===== src/matmul_consts.svh =====
`ifndef MATMUL_CONSTS_SVH
`define MATMUL_CONSTS_SVH

//////////////////////////////////////////////////
// Array geometry
//////////////////////////////////////////////////

`define MM_DIM     4
`define MM_ELEM_W  8
`define MM_ACC_W   32

//////////////////////////////////////////////////
// Shared word memory and its map
//////////////////////////////////////////////////

`define MM_ADDR_W  4
`define MM_DEPTH   16

// One matrix row per word
`define MM_A_BASE  0
`define MM_B_BASE  4
`define MM_C_BASE  8

`endif

===== src/matmul_pkg.sv =====
`include "matmul_consts.svh"

package matmul_pkg;

  // Signed operand element
  typedef logic signed [`MM_ELEM_W-1:0] elem_t;

  // Signed accumulator, also the result element
  typedef logic signed [`MM_ACC_W-1:0] acc_t;

  // Operand row sits in the low bits of a memory word
  typedef struct packed {
    logic [`MM_DIM*(`MM_ACC_W-`MM_ELEM_W)-1:0] pad;
    elem_t [`MM_DIM-1:0]                       elem;
  } operand_row_s;

  // Full-width result row
  typedef acc_t [`MM_DIM-1:0] result_row_t;

  // One memory word, read as operands or as results
  typedef union packed {
    operand_row_s operand;
    result_row_t  result;
  } mem_word_u;

  // Single access on the memory port
  typedef struct packed {
    logic                  write;
    logic [`MM_ADDR_W-1:0] addr;
    mem_word_u             wdata;
  } mem_req_s;

  // Host-side request
  typedef struct packed {
    logic                  write;
    logic [`MM_ADDR_W-1:0] addr;
    mem_word_u             wdata;
  } host_req_s;

endpackage


===== src/mem_arbiter.sv =====
`timescale 1ns/10ps
`include "matmul_consts.svh"

module mem_arbiter (
  input  logic                  clk_mem,
  input  logic                  reset,
  input  logic                  host_mreq_valid,
  input  matmul_pkg::mem_req_s  host_mreq,
  output logic                  host_grant,
  output logic                  host_rvalid,
  input  logic                  eng_mreq_valid,
  input  matmul_pkg::mem_req_s  eng_mreq,
  output logic                  eng_grant,
  output logic                  eng_rvalid,
  output matmul_pkg::mem_word_u rdata
);
  import matmul_pkg::*;

  mem_req_s              sel_req;
  logic [`MM_ADDR_W-1:0] ram_addr;
  logic                  ram_we;

  //////////////////////////////////////////////////
  // Fixed priority with the engine first
  //////////////////////////////////////////////////

  assign eng_grant  = eng_mreq_valid;
  assign host_grant = host_mreq_valid & ~eng_mreq_valid;

  assign sel_req  = eng_mreq_valid ? eng_mreq : host_mreq;
  assign ram_addr = sel_req.addr;
  assign ram_we   = (eng_grant | host_grant) & sel_req.write;

  // Tag each granted read so the data strobe goes back to its owner
  always_ff @(posedge clk_mem) begin
    if (reset) begin
      host_rvalid <= 1'b0;
      eng_rvalid  <= 1'b0;
    end else begin
      host_rvalid <= host_grant & ~host_mreq.write;
      eng_rvalid  <= eng_grant & ~eng_mreq.write;
    end
  end

  word_ram u_word_ram (
    .clk_mem (clk_mem),
    .addr    (ram_addr),
    .wdata   (sel_req.wdata),
    .we      (ram_we),
    .rdata   (rdata)
  );

  // A waiting host request holds until its grant
  a_host_req_held : assert property (
    @(posedge clk_mem) disable iff (reset)
      host_mreq_valid && !host_grant |=> host_mreq_valid && $stable(host_mreq)
  ) else $error("mem_arbiter: host request changed before its grant");

endmodule


===== src/word_ram.sv =====
`timescale 1ns/10ps
`include "matmul_consts.svh"

module word_ram (
  input  logic                  clk_mem,
  input  logic [`MM_ADDR_W-1:0] addr,
  input  matmul_pkg::mem_word_u wdata,
  input  logic                  we,
  output matmul_pkg::mem_word_u rdata
);
  import matmul_pkg::*;

  // Operand rows and result rows share this store
  mem_word_u mem [`MM_DEPTH];

  always_ff @(posedge clk_mem) begin
    if (we) begin
      mem[addr] <= wdata;
    end
    // Read returns the old word on a same-address write
    rdata <= mem[addr];
  end

  // Writes must land inside the array at a known address
  a_write_in_range : assert property (
    @(posedge clk_mem) we |-> !$isunknown(addr) && (int'(addr) < `MM_DEPTH)
  ) else $error("word_ram: write to unknown or out-of-range address %0d", addr);

endmodule


===== config.mk =====
export PLATFORM = sky130hd
export DESIGN_NAME = mem_arbiter
export DESIGN_NICKNAME = d
export VERILOG_FILES = /design/src/matmul_pkg.sv /design/src/mem_arbiter.sv /design/src/word_ram.sv
export VERILOG_INCLUDE_DIRS = /design/src /design/src/src
export SDC_FILE = /design/constraint.sdc
export NUM_CORES = 2
export LEC_CHECK = 0
export ABC_AREA = 1
export ABC_CLOCK_PERIOD_IN_PS = 16500
export BUFFER_PORTS_ARGS = -buffer_cell sky130_fd_sc_hd__buf_2
export CAP_MARGIN = 20
export CELL_PAD_IN_SITES_DETAIL_PLACEMENT = 1
export CELL_PAD_IN_SITES_GLOBAL_PLACEMENT = 2
export CORE_ASPECT_RATIO = 1.5
export CORE_MARGIN = 2
export CORE_UTILIZATION = 44
export DETAILED_ROUTE_END_ITERATION = 7
export GPL_TIMING_DRIVEN = 0
export PLACE_DENSITY_LB_ADDON = 0.1
export SYNTH_ARGS = -nofsm -noshare
export SYNTH_HDL_FRONTEND = slang
export SYNTH_SLANG_ARGS = --single-unit

===== constraint.sdc =====
create_clock -name clk_mem -period 16.5 [get_ports clk_mem]
set_input_delay 2.475 -clock clk_mem [delete_from_list [all_inputs] [get_ports clk_mem]]
set_output_delay 2.475 -clock clk_mem [all_outputs]
set_load 0.02 [all_outputs]

==> flow_metrics.py <==
metrics = {
    "sta": {
        "slew_headroom_pct": 21.9,
        "fin_worst_skew_ns": 0.0462,
        "slew_viol_final": 0,
        "worst-slew-pin-transition_ns": 1.17,
        "setup_viol": 0,
        "final-hold-violation-count": 0,
        "rsz0062_at_grt": "false",
        "tns_ns": 0,
        "period_needed_ns": 6.03,
        "max_freq_mhz": 166,
        "finalCritPeriodShare_pct": 36.5,
    },
    "critical_path": {
        "regToRegStartpoint": "u_word_ram.mem[10][58]$_DFFE_PP_",
        "worstPathMaxFanout": 25,
        "critPathCapture": "u_word_ram.mem[3][41]$_DFFE_PP_",
        "max_stage_delay_ns": 0.76,
        "critPathKind": "in2reg",
        "crit_path_start_kind": "primary input",
        "crit_path_start": "eng_mreq_valid",
        "critPathRequiredTime_ns": 17.03,
        "path_cells": "buf_6 -> inv_4 -> nand2_1 -> nand2_1 -> buf_2 -> buf_2 -> buf_2 -> nand3_1 -> nor2_4 -> buf_12 -> buf_12 -> buf_12",
        "cp-end-kind": "flip-flop",
        "r2r_slack_ns": 15.17,
        "timing.rr.end": "u_word_ram.rdata[58]$_DFF_P_",
        "cpMaxStageDelayCell": "nor2_4",
        "worstPathArrival_ns": 6.56,
        "r2r_cells": 8,
    },
    "clocking": {
        "max-clock-path-buffers": 4,
        "h-tree-depth": 4,
        "cts_buffers": 215,
        "path_clk_slew_ns": 0.06,
        "cts.sinks": 2178,
        "cts_tree": "built",
        "clk_latency_ns": 0.88,
        "postCtsSetupBuffers": 0,
        "ctsHoldBuffers": 0,
        "cts_root_buf": "clkbuf_16",
        "post_cts_resized": 0,
    },
    "layout": {
        "nFillCells": 22600,
        "syn_to_final_growth_pct": 15.7,
        "fin_area_mm2": 0.106,
        "drive_gt1_share_pct": 12.0,
        "seqCellArea_mm2": 0.0641,
        "fin_cells": 12500,
        "multi_input_area_mm2": 0.0237,
        "nets": 9889,
        "final_core_util_pct": 51.2,
    },
    "yosys": {
        "synth_enable_flop_cells": 2048,
        "synthArstFlopShare_pct": 0,
        "synth_warnings": 0,
        "synthTopCellsByArea": "edfxtp_1 (67%), nand2_1 (20%), nand3_1 (5.6%)",
        "synthFlopType": "edfxtp_1",
        "seq_area_frac_synth_pct": 70.3,
        "synth_top_area_cell": "edfxtp_1",
        "synth.distinct_cells": 20,
        "synth.avg_cell_area_um2": 10.2,
        "synth_fp_nets": 9183,
        "netlist_area_mm2": 0.0912,
        "syn_inst": 8913,
        "ys_top_cells_by_count": "nand2_1 (4,873), edfxtp_1 (2,048), nand3_1 (1,028), buf_2 (318), inv_1 (261)",
        "ys_ff_latch": 2178,
        "yosys.area.top_type_share_pct": 67.4,
        "synth.most_common_cell": "nand2_1",
    },
    "hold_path": {
        "hold_start": "u_word_ram.mem[6][72]$_DFFE_PP_",
        "min_path_type": "reg2reg",
    },
    "pwr": {
        "ir_worst_vdd_mv": 0.0910,
        "p_leak_nw": 44.4,
        "power_mw": 12.7,
        "p_per_area_mw_per_mm2": 120,
    },
    "drt": {
        "vias": 66000,
        "wl_per_cell_um": 24.8,
        "drt-total-wl_mm": 310,
        "drtIter0Drc": 4371,
        "drtPass1Iterations": 5,
        "drc": 0,
        "final_antenna_net_count": 0,
        "viasPerCell": 5.28,
    },
    "floorplanning": {
        "chipWidth_um": 376,
        "start_util_pct": 44.3,
        "chipHeight_um": 562,
        "dieArea_mm2": 0.211,
        "num_rows": 204,
        "num_io_pins": 402,
        "core_area_mm2": 0.206,
    },
    "outcome": {
        "status": "finished, final reports clean",
    },
    "grt": {
        "overflow": 0,
        "antenna_found_initial": 42,
        "grt_max_degree": 30,
        "grt_pass1_vias": 69700,
        "grt_first_pass_wirelength_mm": 450,
        "grt_use_total_pct": 29.1,
    },
    "placement": {
        "dpl_cell_area_mm2": 0.0986,
        "dpl.cell_count": 12100,
        "place_congestion": 0.828,
        "numPortBuffers": 400,
        "dpl.hpwl_mm": 220,
    },
    "job": {
        "drv_cap": 0,
    },
}
==> cell type report <==
class	count	share of cell area, %
repair buffers	489	3.63
clock buffers	291	5.61
plain buffers	538	2.42
well taps	2678	3.17
flip-flops and latches	2178	60.7
multi-input cells	5930	22.5
inverters	267	0.952
diodes	17	0.0403
clock inverters	99	0.967
==> metal layers <==
metal / part of all wire, % / routed length [um] / GRT usage [%]
met5: 0.010 / 31 / 0
met4: 4.3 / 13500 / 12.5
met3: 5.1 / 15900 / 3.47
met2: 53 / 164000 / 53.9
met1: 38 / 116000 / 33.7
==> critical path: cells and delay by family <==
family                 cells  cell delay [ns]
AND/OR/NAND/NOR            4             1.44
buffers and inverters      8             2.49
==> through the flow <==
| step | hold WS, ns | setup slack [ns] |
|---|---|---|
| final | 0.695 | 10.47 |
| after floorplan | 0.643 | 7.06 |
| after global placement | 0.676 | -0.824 |
| after detailed placement | 0.688 | 9.55 |
| after global routing | 0.741 | 10.37 |
| after CTS | 0.706 | 10.44 |
==> worst min-delay path by stage <==
stage,to,depth (start not counted),slack [ns]
floorplan,u_word_ram.rdata[0]$_DFF_P_,8,0.64
global placement,u_word_ram.rdata[121]$_DFF_P_,8,0.68
detailed placement,u_word_ram.rdata[74]$_DFF_P_,8,0.69
CTS,u_word_ram.rdata[74]$_DFF_P_,8,0.71
global route,u_word_ram.rdata[121]$_DFF_P_,8,0.74
finish,u_word_ram.rdata[72]$_DFF_P_,8,0.70
==> cell usage in the layout, fill, tap and decap left out <==
| cell type | count |
|---|---|
| nand2_1 | 4873 |
| edfxtp_1 | 2048 |
| nand3_1 | 1028 |
| buf_2 | 718 |
| inv_1 | 261 |
| clkbuf_16 | 219 |
| clkbuf_1 | 207 |
| dfxtp_1 | 130 |
| buf_12 | 82 |
| clkinv_2 | 33 |
| clkinv_1 | 32 |
| buf_4 | 31 |
| buf_1 | 30 |
| bufinv_16 | 21 |
| diode_2 | 17 |
| clkbuf_8 | 17 |
| nor2_4 | 16 |
| clkinvlp_4 | 7 |
| buf_16 | 7 |
| inv_2 | 5 |
| clkbuf_2 | 5 |
| nand2_4 | 3 |
| inv_6 | 3 |
| clkinv_4 | 3 |
| buf_6 | 2 |
| nor2_2 | 2 |
| nor2_1 | 2 |
| nor3_1 | 2 |
| inv_4 | 1 |
| nand2_2 | 1 |
| or2_1 | 1 |
| o21ai_2 | 1 |
| a22o_1 | 1 |
==> registers in the layout, summed over array words and instances, names as in the netlist <==
signal and flops:
eng_rvalid 1, u_word_ram.rdata 128, u_word_ram.mem 2048, host_rvalid 1
==> power breakdown <==
group / switching, mW / total [mW] / internal [mW]
combinational: 1.05 / 1.40 / 0.351
sequential: 0.0475 / 6.30 / 6.25
clock: 2.13 / 4.96 / 2.83
total: 3.23 / 12.7 / 9.43
==> kinds of logic after synthesis <==
logic type / count (synthesis) / share of synthesized area (%)
buf+inv: 805 / 3.89
flops: 2178 / 70.3
simple gates: 5928 / 25.8
compound gates: 2 / 0.0192
No activity file was read; power rests on OpenSTA's default activity.
