<file path="config.mk">
export PLATFORM = sky130hd
export DESIGN_NAME = host_port
export DESIGN_NICKNAME = d
export VERILOG_FILES = /design/src/matmul_pkg.sv /design/src/host_port.sv
export VERILOG_INCLUDE_DIRS = /design/src /design/src/src
export SDC_FILE = /design/constraint.sdc
export NUM_CORES = 1
export LEC_CHECK = 0
export BUFFER_PORTS_ARGS = -buffer_cell sky130_fd_sc_hd__buf_4
export CAP_MARGIN = 20
export CELL_PAD_IN_SITES_DETAIL_PLACEMENT = 0
export CELL_PAD_IN_SITES_GLOBAL_PLACEMENT = 1
export CORE_AREA = 2 2 206 208
export DETAILED_ROUTE_END_ITERATION = 12
export DIE_AREA = 0 0 208 210
export MAX_ROUTING_LAYER = met4
export PLACE_DENSITY_LB_ADDON = 0.05
export SLEW_MARGIN = 20
export SYNTH_ARGS = -nofsm -noshare
export SYNTH_HDL_FRONTEND = slang
export SYNTH_SLANG_ARGS = --single-unit
</file>
<file path="constraint.sdc">
create_clock -name clk_mem -period 2 [get_ports clk_mem]
set_input_delay 0.2 -clock clk_mem [delete_from_list [all_inputs] [get_ports clk_mem]]
set_output_delay 0.2 -clock clk_mem [all_outputs]
set_load 0.03 [all_outputs]
</file>
<file path="src/matmul_consts.svh">
`ifndef MATMUL_CONSTS_SVH
`define MATMUL_CONSTS_SVH

//////////////////////////////////////////////////
// Array geometry
//////////////////////////////////////////////////

`define MM_DIM     4
`define MM_ELEM_W  8
`define MM_ACC_W   32

//////////////////////////////////////////////////
// Shared word memory and its map
//////////////////////////////////////////////////

`define MM_ADDR_W  4
`define MM_DEPTH   16

// One matrix row per word
`define MM_A_BASE  0
`define MM_B_BASE  4
`define MM_C_BASE  8

`endif
</file>
<file path="src/matmul_pkg.sv">
`include "matmul_consts.svh"

package matmul_pkg;

  // Signed operand element
  typedef logic signed [`MM_ELEM_W-1:0] elem_t;

  // Signed accumulator, also the result element
  typedef logic signed [`MM_ACC_W-1:0] acc_t;

  // Operand row sits in the low bits of a memory word
  typedef struct packed {
    logic [`MM_DIM*(`MM_ACC_W-`MM_ELEM_W)-1:0] pad;
    elem_t [`MM_DIM-1:0]                       elem;
  } operand_row_s;

  // Full-width result row
  typedef acc_t [`MM_DIM-1:0] result_row_t;

  // One memory word, read as operands or as results
  typedef union packed {
    operand_row_s operand;
    result_row_t  result;
  } mem_word_u;

  // Single access on the memory port
  typedef struct packed {
    logic                  write;
    logic [`MM_ADDR_W-1:0] addr;
    mem_word_u             wdata;
  } mem_req_s;

  // Host-side request
  typedef struct packed {
    logic                  write;
    logic [`MM_ADDR_W-1:0] addr;
    mem_word_u             wdata;
  } host_req_s;

endpackage

</file>
<file path="src/host_port.sv">
`timescale 1ns/10ps
`include "matmul_consts.svh"

module host_port (
  input  logic                  clk_mem,
  input  logic                  reset,
  input  logic                  host_req_valid,
  output logic                  host_req_ready,
  input  matmul_pkg::host_req_s host_req,
  output logic                  host_rsp_valid,
  input  logic                  host_rsp_ready,
  output matmul_pkg::mem_word_u host_rsp_data,
  output logic                  mreq_valid,
  output matmul_pkg::mem_req_s  mreq,
  input  logic                  grant,
  input  logic                  rvalid,
  input  matmul_pkg::mem_word_u rdata
);
  import matmul_pkg::*;

  logic      rd_pending;
  logic      rsp_valid_q;
  mem_word_u rsp_data_q;
  logic      busy;
  logic      req_fire;

  // One read in flight or one response waiting blocks new requests
  assign busy = rd_pending | rsp_valid_q;

  //////////////////////////////////////////////////
  // Request side
  //////////////////////////////////////////////////

  assign mreq_valid = host_req_valid & ~busy;
  assign mreq       = '{write: host_req.write, addr: host_req.addr, wdata: host_req.wdata};

  // Accepted in the cycle the arbiter grants it
  assign host_req_ready = grant & ~busy;
  assign req_fire       = host_req_valid & host_req_ready;

  //////////////////////////////////////////////////
  // Response side
  //////////////////////////////////////////////////

  always_ff @(posedge clk_mem) begin
    if (reset) begin
      rd_pending  <= 1'b0;
      rsp_valid_q <= 1'b0;
    end else begin
      // Data comes back exactly one cycle after the grant
      rd_pending <= req_fire & ~host_req.write;
      if (rvalid) begin
        rsp_valid_q <= 1'b1;
      end else if (rsp_valid_q && host_rsp_ready) begin
        rsp_valid_q <= 1'b0;
      end
    end
  end

  // Held until the host takes it
  always_ff @(posedge clk_mem) begin
    if (rvalid) begin
      rsp_data_q <= rdata;
    end
  end

  assign host_rsp_valid = rsp_valid_q;
  assign host_rsp_data  = rsp_data_q;

endmodule

</file>
==> results of run 1 <==
per-stage QoR:
step / cell area, µm² / setup WS (ns)
5_1_grt: 8530 / 0.448
3_3_place_gp: 6660 / 0.813
4_1_cts: 8520 / 0.533
3_5_place_dp: 6660 / 0.775
2_1_floorplan: 4930 / 0.775
6_report: 8530 / 0.579
worst max-delay path by stage:
stage                         to  slack (ns)  cells past startpoint
6_report              mreq_valid        0.58                      3
5_1_grt               mreq_valid        0.45                      3
4_1_cts               mreq_valid        0.53                      3
3_5_place_dp   host_rsp_data[12]        0.78                      2
3_3_place_gp   host_rsp_data[12]        0.81                      2
2_1_floorplan         mreq_valid        0.77                      2
kinds of logic after synthesis:
kind of cell    after synthesis
flops                       130
compound gates                1
buf+inv                     134
simple gates                  6
cell usage in the layout (no fill, tap or decap), types with 2 or more instances in the layout:
cell type      Yosys  final
clkinv_2           0      4
nor2_1             2      2
clkinvlp_4         0      3
diode_2            0      4
buf_4            133    267
edfxtp_1         128    128
clkinv_1           0      2
inv_6              0      3
dfxtp_1            2      2
dlygate4sd3_1      0    132
buf_12             0      2
clkbuf_16          0     17
nand2b_1           3      3
Yosys cell counts:
cell / number / area share [%]
a21oi_1: 1 / 0.10
buf_4: 133 / 20
dfxtp_1: 2 / 0.81
edfxtp_1: 128 / 78
inv_1: 1 / 0.076
nand2b_1: 3 / 0.38
nor2_1: 2 / 0.15
nor4_2: 1 / 0.25
routing by layer:
layer,vias up,wire (µm),global-route usage [%]
met5,-,0,-
met4,0,488,4.06
met3,63,2130,5.08
met2,234,8200,12.1
met1,1492,6550,8.62
li1,1412,-,-
layout make-up:
cell class | count | share of cell area (%)
diodes | 4 | 0.117
multi-input cells | 7 | 0.513
flip-flops and latches | 130 | 45.5
repair buffers | 402 | 39.6
well taps | 539 | 7.90
clock inverters | 14 | 1.35
inverters | 1 | 0.0440
clock buffers | 17 | 4.99
power groups by stage:
| stage | Sequential (mW) | Clock, mW | Combinational [mW] |
|---|---|---|---|
| 6_report | 3.29 | 2.97 | 1.29 |
| 5_1_grt | 3.31 | 3.27 | 1.36 |
| 4_1_cts | 3.29 | 3.16 | 1.32 |
| 3_5_place_dp | 3.35 | 0 | 1.10 |
| 3_3_place_gp | 3.35 | 0 | 1.10 |
| 2_1_floorplan | 3.78 | 0 | 0.510 |
sequential cells by signal, indices dropped and copies added (netlist names):
register and count:
host_rsp_valid 1, host_rsp_data 128, rd_pending 1
worst register-to-register path, cell delays in order, from the launching register on:
cell and delay [ns]:
dfxtp_1 0.31, nand2b_1 0.16, nor4_2 0.20, dlygate4sd3_1 0.58
==> impl_results.md, run 1 <==
* Largest net degree at the start of global routing at 38
* Peak VDD IR at 0.000520 V
* Clock share of power at 39.3%
* Width of the die at 208 µm
* Core Region at 0.0415 mm²
* Comb power frac at 17.1%
* HPWL after detailed placement at 13,100 µm
* Post-Route Skew at 0.00161 ns
* Post-cts resize count at 0
* Worst hold slack at 0.175 ns
* Initial antenna violation count at 4
* Global-route wire length before repair at 24,400 µm
* Cells after synthesis at 271
* R2R Path Start: rd_pending
* Avg Cell Area, Syn at 18.2 µm²
* Initial Utilization at 11.9%
* Simple-Gate Fraction of Synth Area at 0.787%
* Overflow after GRT at 0
* Hold_buf cts at 132
* Max Clock Freq at 704 MHz
* GR Util All Layers at 8.21%
* H-tree depth at 4
* CTS tree: built
* Max cap viols at 0
* CP endpoint kind: output port
* RSZ-0062 raised after global routing: false
* Pleak at 3.41 nW
* Required @ worst endpoint at 1.80 ns
* Outcome: finished clean
* Setup TNS at 0 ns
* Wire length per cell at 15.6 µm
* Cell Int Power at 5.52 mW
* Origin of the worst min-delay path: rvalid
* Hold EP: host_rsp_data[61]
* Cells after DPL at 947
* Startpoint Class: flop
* Setup Buffers After CTS at 0
* Final setup viols at 0
* Post-Synth XOR/XNOR Area at 0%
* Layout cells sized above 1 at 52.5%
* Routed vias/inst at 2.87
* Critical path launch point: host_rsp_valid
* Register area at 0.00388 mm²
* Clock tree buffer depth at 2
* Cell Pwr Density at 885 mW/mm²
* CP Class: reg -> out
* Routed vias at 3,201
* DIE AREA at 0.0437 mm²
* Routed WL at 17,400 µm
* P&R area growth vs syn at 73.1%
* Compound-Gate Fraction of Synth Area at 0.102%
* Worst r2r path cells at 3
* Worst slew pin tran at 0.366 ns
* Die Y at 210 µm
* Non-filler instance count after layout at 1,114
* Synth Warn # at 0
* Buffers on Ports at 266
* TritonCTS Buffers at 17
* Cell Chain, Critical Path: nand2b_1 -> nor2_1 -> buf_4
* Hold Path Depth at 1
* Synthesized net count at 538
* Fraction of synthesized area in multiplexers at 0%
* RR Endpoint: rd_pending
* DRT antenna net count at 0
* Drt initial violations at 124
* Register area share after synthesis at 78.8%
* 1st-pass router iterations at 4
* Slew Limit Headroom at 75.6%
* Synth Cell Area at 0.00493 mm²
* Reg clk slew, reported paths at 0.06 ns
* Multi-input gate area at 43.8 µm²
* Vias in the first global route at 3,535
* Switching part of the total at 26.9%
* Largest stage delay on the critical path at 0.34 ns
* Largest family of logic cells by synthesized area: buffers and inverters
* Final-layout fill cell count at 4,523
* CP Max Fanout at 4
* Delay-heaviest family, CP: flip-flops
* R2R setup slack at 0.70 ns
* #FFs+latches synth at 130
* Clock sink total at 130
* HP Class: in -> reg
* Total power at 7.55 mW
* CP arrival at 1.22 ns
* GPL Wtd Cong at 0.653
* Final design utilization at 20.6%
* Final #Nets at 826
* DRC Markers at 0
* Final period util at 71.1%
* Synth cell types at 8
* Crit path time final at 1.42 ns
* Clock Tree Root: clkbuf_16
* Seq pwr share at 43.6%
* Critical path's slowest cell: dfxtp_1
* FP Rows at 75
* Hold Violations, Final at 0
* Clock latency on the worst-skew pair at 0.43 ns
* WP buf/inv at 1
* Slew Viols, Final at 0
* # IOs at 531
* Switch Pwr at 2.03 mW
* Synth Area in Adders at 0%
Note: power is estimated with default switching activity, not from simulation.
==> run 2: changes to the inputs <==
Settings changed: CORE_AREA 2 2 206 208 to 2 2 205 207, DIE_AREA 0 0 208 210 to 0 0 207 209.
Clock period 2 ns to 1.26 ns, I/O delays scaled along.
==> impl_results.md, run 2 (same netlist as run 1, synthesis figures left out) <==
* Outcome: finished with violations
* Failing checks: negative setup slack
* Cell Pwr Density at 1410 mW/mm² (+60%)
* Reg clk slew, reported paths at 0.06 ns (about the same)
* Final design utilization at 21.0% (+0.44 points)
* Initial antenna violation count at 0 (-4)
* CP endpoint kind: output port
* P&R area growth vs syn at 76.0%
* Largest net degree at the start of global routing at 43 (+13%)
* Required @ worst endpoint at 1.13 ns (-0.67 ns)
* RR Endpoint: rd_pending
* Setup TNS at -0.0281 ns (-0.0281 ns)
* FP Rows at 75 (unchanged)
* Ant diodes at 0 (-4)
* CTS tree: built
* Routed vias/inst at 2.90 (+0.88%)
* Critical path launch point: host_rsp_valid
* Initial Utilization at 11.9% (+0.054 points)
* DIE AREA at 0.0433 mm² (-0.95%)
* RSZ-0062 raised after global routing: true
* CP arrival at 1.15 ns (-0.07 ns)
* GPL Wtd Cong at 0.655 (+0.20%)
* Setup ws final at -0.0187 ns (-0.598 ns)
* Max cap viols at 0 (unchanged)
* Worst r2r path cells at 4 (+1)
* Metal-1 WL at 7060 µm (+7.7%)
* Routed vias at 3,235 (+1.1%)
* DRT antenna net count at 0 (unchanged)
* Final #Nets at 831 (+0.61%)
* Post-Route Skew at 0.000208 ns (-0.00140 ns)
* Worst setup path end: host_req_ready
* Final period util at 101%
* Drt initial violations at 116 (-6.5%)
* Overflow after GRT at 0 (unchanged)
* Width of the die at 207 µm (-0.48%)
* Core Region at 0.0413 mm² (-0.45%)
* Worst slew pin tran at 0.264 ns (-0.103 ns)
* # IOs at 531 (unchanged)
* H-tree depth at 4 (unchanged)
* HP Class: in -> reg
* Met2 WL at 8230 µm (+0.34%)
* Met3 wire length at 2010 µm (-5.5%)
* Final setup viols at 2 (+2)
* Startpoint Class: flop
* DR top layer: met4
* Buffers on Ports at 266 (unchanged)
* Slew Limit Headroom at 82.4% (+6.9 points)
* R2R Path Start: host_rsp_valid
* R2R setup slack at 0.31 ns (-0.39 ns)
* Pleak at 3.47 nW (+1.7%)
* Vias in the first global route at 3,462 (-2.1%)
* Clock sink total at 130 (unchanged)
* GR Util All Layers at 8.51% (+0.29 points)
* 1st-pass router iterations at 4 (unchanged)
* Most frequent cells in the layout: buf_4, dlygate4sd3_1, edfxtp_1
* Hold Path Depth at 5 (+4)
* Global-route wire length before repair at 25,000 µm (+2.3%)
* Max Clock Freq at 782 MHz
* Cells after DPL at 947 (unchanged)
* DRC Markers at 0 (unchanged)
* CP Class: reg -> out
* CP Max Fanout at 3 (-1)
* Clock latency on the worst-skew pair at 0.43 ns (about the same)
* Slew Viols, Final at 0 (unchanged)
* Clock Tree Root: clkbuf_16
* Non-filler instance count after layout at 1,116 (+0.18%)
* Peak VDD IR at 0.000935 V (+80%)
* Commonest non-fill, non-tap cell in the layout: buf_4
* Wire length per cell at 16.2 µm (+3.7%)
* TritonCTS Buffers at 17 (unchanged)
* Layout cells sized above 1 at 53.7% (+1.2 points)
* Hold Violations, Final at 0 (unchanged)
* Die Y at 209 µm (-0.48%)
* Routed WL at 18,100 µm (+3.9%)
* Final-layout fill cell count at 4,453 (-1.5%)
* Crit path time final at 1.28 ns
* Max FFs per register at 128 (unchanged)
* Clock tree buffer depth at 2 (unchanged)
* HPWL after detailed placement at 13,600 µm (+4.2%)
run 2: cell type report:
cell class,instances,area [µm²],share of cell area [%]
tap,539,674,7.77
clock inverter,14,140,1.62
timing repair buffer,407,3460,39.9
inverter,1,3.75,0.0433
clock buffer,18,429,4.95
sequential,130,3890,44.9
multi-input combinational,7,73.8,0.851
run 2: through the flow:
step | power, mW | hold slack, ns | setup WS [ns] | cell area, µm²
finish | 12.3 | 0.135 | -0.0187 | 8670
global route | 12.8 | 0.120 | -0.0788 | 8670
CTS | 12.6 | 0.00697 | -0.0921 | 8660
detailed placement | 7.07 | 0.252 | 0.318 | 6690
global placement | 7.08 | 0.252 | 0.284 | 6690
floorplan | 6.82 | 0.195 | 0.109 | 4930
run 2: layer usage:
metal	up-vias	GRT usage [%]
met2	230	12.3
met5	-	-
met1	1512	9.07
met3	81	4.84
li1	1412	-
met4	0	5.00
run 2: how the worst min path moves through the flow:
stage | startpoint | endpoint | slack (ns)
floorplan | reset | host_rsp_valid | 0.20
global placement | host_req[100] | mreq[100] | 0.25
detailed placement | host_req[100] | mreq[100] | 0.25
CTS | host_req_valid | rd_pending | 0.007
global route | host_req_valid | rd_pending | 0.12
finish | host_req_valid | rd_pending | 0.14
run 2: critical path, cell delays in order (launching register included):
cell	delay, ns
dfxtp_4	0.35
buf_12	0.12
nor2_4	0.11
buf_6	0.14
run 2: repair_timing:
action,4_1_cts,5_1_grt
gates cloned,0,0
gates resized for setup,11,1
pin swaps,2,2
endpoints found under the setup margin,2,2
hold endpoints to repair,131,0
setup buffers,2,2
hold buffers,133,0
run 2: power breakdown:
group / internal, mW / leakage [nW] / switching, mW / total, mW
Combinational: 0.984 / 1.93 / 1.13 / 2.11
Clock: 2.90 / 0.276 / 2.02 / 4.92
Sequential: 5.13 / 1.27 / 0.0884 / 5.21
==> run 3: changes to the inputs <==
Settings changed: CORE_AREA 2 2 205 207 to 2 2 206 208, CTS_BUF_LIST set to sky130_fd_sc_hd__clkbuf_2 sky130_fd_sc_hd__clkbuf_4 sky130_fd_sc_hd__clkbuf_8, DIE_AREA 0 0 207 209 to 0 0 208 210.
==> impl_results.md, run 3 (same netlist as run 1, synthesis figures left out) <==
* Outcome: finished with violations
* Failing checks: negative setup slack
* Max cap viols at 0 (unchanged)
* Final Cell Area at 0.00852 mm² (-1.8%)
* Cell Int Power at 8.07 mW (-10%)
* FP Rows at 75 (unchanged)
* Drt initial violations at 83 (-28%)
* CP endpoint kind: output port
* DIE AREA at 0.0437 mm² (+0.96%)
* Wire length per cell at 15.8 µm (-2.2%)
* Pre-CTS WS at 0.268 ns (-0.0492 ns)
* Critical path's slowest cell: dfxtp_2
* Die Y at 210 µm (+0.48%)
* Seq pwr share at 46.7% (+4.1 points)
* Clock Tree Root: clkbuf_8
* Width of the die at 208 µm (+0.48%)
* Core Region at 0.0415 mm² (+0.45%)
* CP Max Fanout at 2 (-1)
* R2R setup slack at 0.46 ns (+0.15 ns)
* GR Util All Layers at 8.26% (-0.24 points)
* HP Class: in -> out
* Slew Viols, Final at 0 (unchanged)
* Worst slew pin tran at 0.252 ns (-0.0117 ns)
* Max FFs per register at 128 (unchanged)
* Final period util at 101% (about the same)
* Switch Pwr at 3.09 mW (-4.8%)
* Worst hold slack at 0.252 ns (+0.117 ns)
* P&R area growth vs syn at 72.8%
* Initial Utilization at 11.9% (-0.054 points)
* Post-Route Skew at 0.0000775 ns (-0.000131 ns)
* Largest net degree at the start of global routing at 30 (-30%)
* Most frequent cells in the layout: buf_4, dlygate4sd3_1, edfxtp_1
* Setup ws final at -0.0177 ns (+0.000998 ns)
* Crit path time final at 1.28 ns (-0.000998 ns)
* Required @ worst endpoint at 1.13 ns (about the same)
* CP arrival at 1.15 ns (about the same)
* Layout cells sized above 1 at 53.5% (-0.27 points)
* Hold Violations, Final at 0 (unchanged)
* GPL Wtd Cong at 0.677 (+3.5%)
* Worst r2r path cells at 3 (-1)
* DRT antenna net count at 0 (unchanged)
* Cell Chain, Critical Path: nand2b_4 -> nor2_4 -> buf_6
* Routed vias/inst at 2.89 (-0.35%)
* Final-layout fill cell count at 4,491 (+0.85%)
* Non-filler instance count after layout at 1,121 (+0.45%)
* Peak VDD IR at 0.000540 V (-42%)
* TritonCTS Buffers at 17 (unchanged)
* Buffers on Ports at 266 (unchanged)
* Startpoint Class: flop
* Largest stage delay on the critical path at 0.32 ns (-0.03 ns)
* Vias in the first global route at 3,626 (+4.7%)
* 1st-pass router iterations at 6 (+2)
* RSZ-0062 raised after global routing: true
* CTS tree: built
* Routed vias at 3,238 (+0.093%)
* Reg clk slew, reported paths at 0.08 ns (+0.02 ns)
* DRC Markers at 0 (unchanged)
* Cell Pwr Density at 1310 mW/mm² (-7.2%)
* Pleak at 3.40 nW (-2.2%)
* Final setup viols at 2 (unchanged)
* Initial antenna violation count at 4 (+4)
* Max Clock Freq at 783 MHz (about the same)
* Hold Path Depth at 0 (-5)
* Switching part of the total at 27.7% (+1.2 points)
* Overflow after GRT at 0 (unchanged)
* DP Area at 0.00669 mm² (+0.11%)
* H-tree depth at 4 (unchanged)
* Clock sink total at 130 (unchanged)
* CP Class: reg -> out
* Routed WL at 17,700 µm (-1.8%)
* Final #Nets at 832 (+0.12%)
* Cells after DPL at 948 (+0.11%)
* # IOs at 531 (unchanged)
* Comb power frac at 18.9% (+1.6 points)
* Commonest non-fill, non-tap cell in the layout: buf_4
* Clock share of power at 34.4% (-5.8 points)
* Crit path depth at 3 (unchanged)
* HPWL after detailed placement at 13,500 µm (-1.1%)
* Clock tree buffer depth at 2 (unchanged)
* Global-route wire length before repair at 24,800 µm (-0.44%)
* Clock latency on the worst-skew pair at 0.45 ns (+0.02 ns)
* Delay-heaviest family, CP: flip-flops
* Slew Limit Headroom at 83.2% (+0.78 points)
* WP buf/inv at 1 (-1)
-- run 3: worst paths after layout --
check / start / end
worst max-delay path: rd_pending / host_req_ready
worst min-delay path: host_req[119] / mreq[119]
worst max register to register: host_rsp_valid / rd_pending
worst min register to register: rd_pending / rd_pending
-- run 3: what timing repair did --
action | CTS | global route
buffers inserted | 3 | 0
pin swaps | 1 | 2
endpoints found under the hold margin | 144 | 0
resized for setup | 11 | 1
setup endpoints to repair | 2 | 3
hold buffers | 134 | 0
-- run 3: final cells by class --
class / count / area (µm²) / share of cell area, %
Antenna cell: 4 / 10.0 / 0.118
Clock buffer: 18 / 241 / 2.84
Clock inverter: 14 / 160 / 1.88
Inverter: 1 / 3.75 / 0.0441
Multi-Input combinational cell: 7 / 73.8 / 0.867
Sequential cell: 130 / 3890 / 45.6
Tap cell: 539 / 674 / 7.92
Timing Repair Buffer: 408 / 3470 / 40.7
-- run 3: power groups by stage --
stage	logic, mW	registers [mW]	clock network [mW]
finish	2.11	5.21	3.84
global route	2.22	5.25	4.28
CTS	2.15	5.22	4.12
detailed placement	1.76	5.32	0
global placement	1.77	5.32	0
floorplan	0.810	6.01	0
-- run 3: layer usage --
layer  GRT usage (%)  vias up  routed length (µm)
li1                -     1419                   -
met1            8.55     1526                6760
met2            12.5      234                8340
met3            5.23       59                2190
met4            3.40        0                 442
met5               -        -                   0
-- run 3: stage by stage --
step / util [%] / setup TNS (ns) / power [mW]
floorplan: - / 0 / 6.82
global placement: 16.1 / 0 / 7.09
detailed placement: 16.1 / 0 / 7.07
CTS: 20.5 / -0.163 / 11.5
global route: 20.5 / -0.217 / 11.8
finish: 20.5 / -0.0322 / 11.2
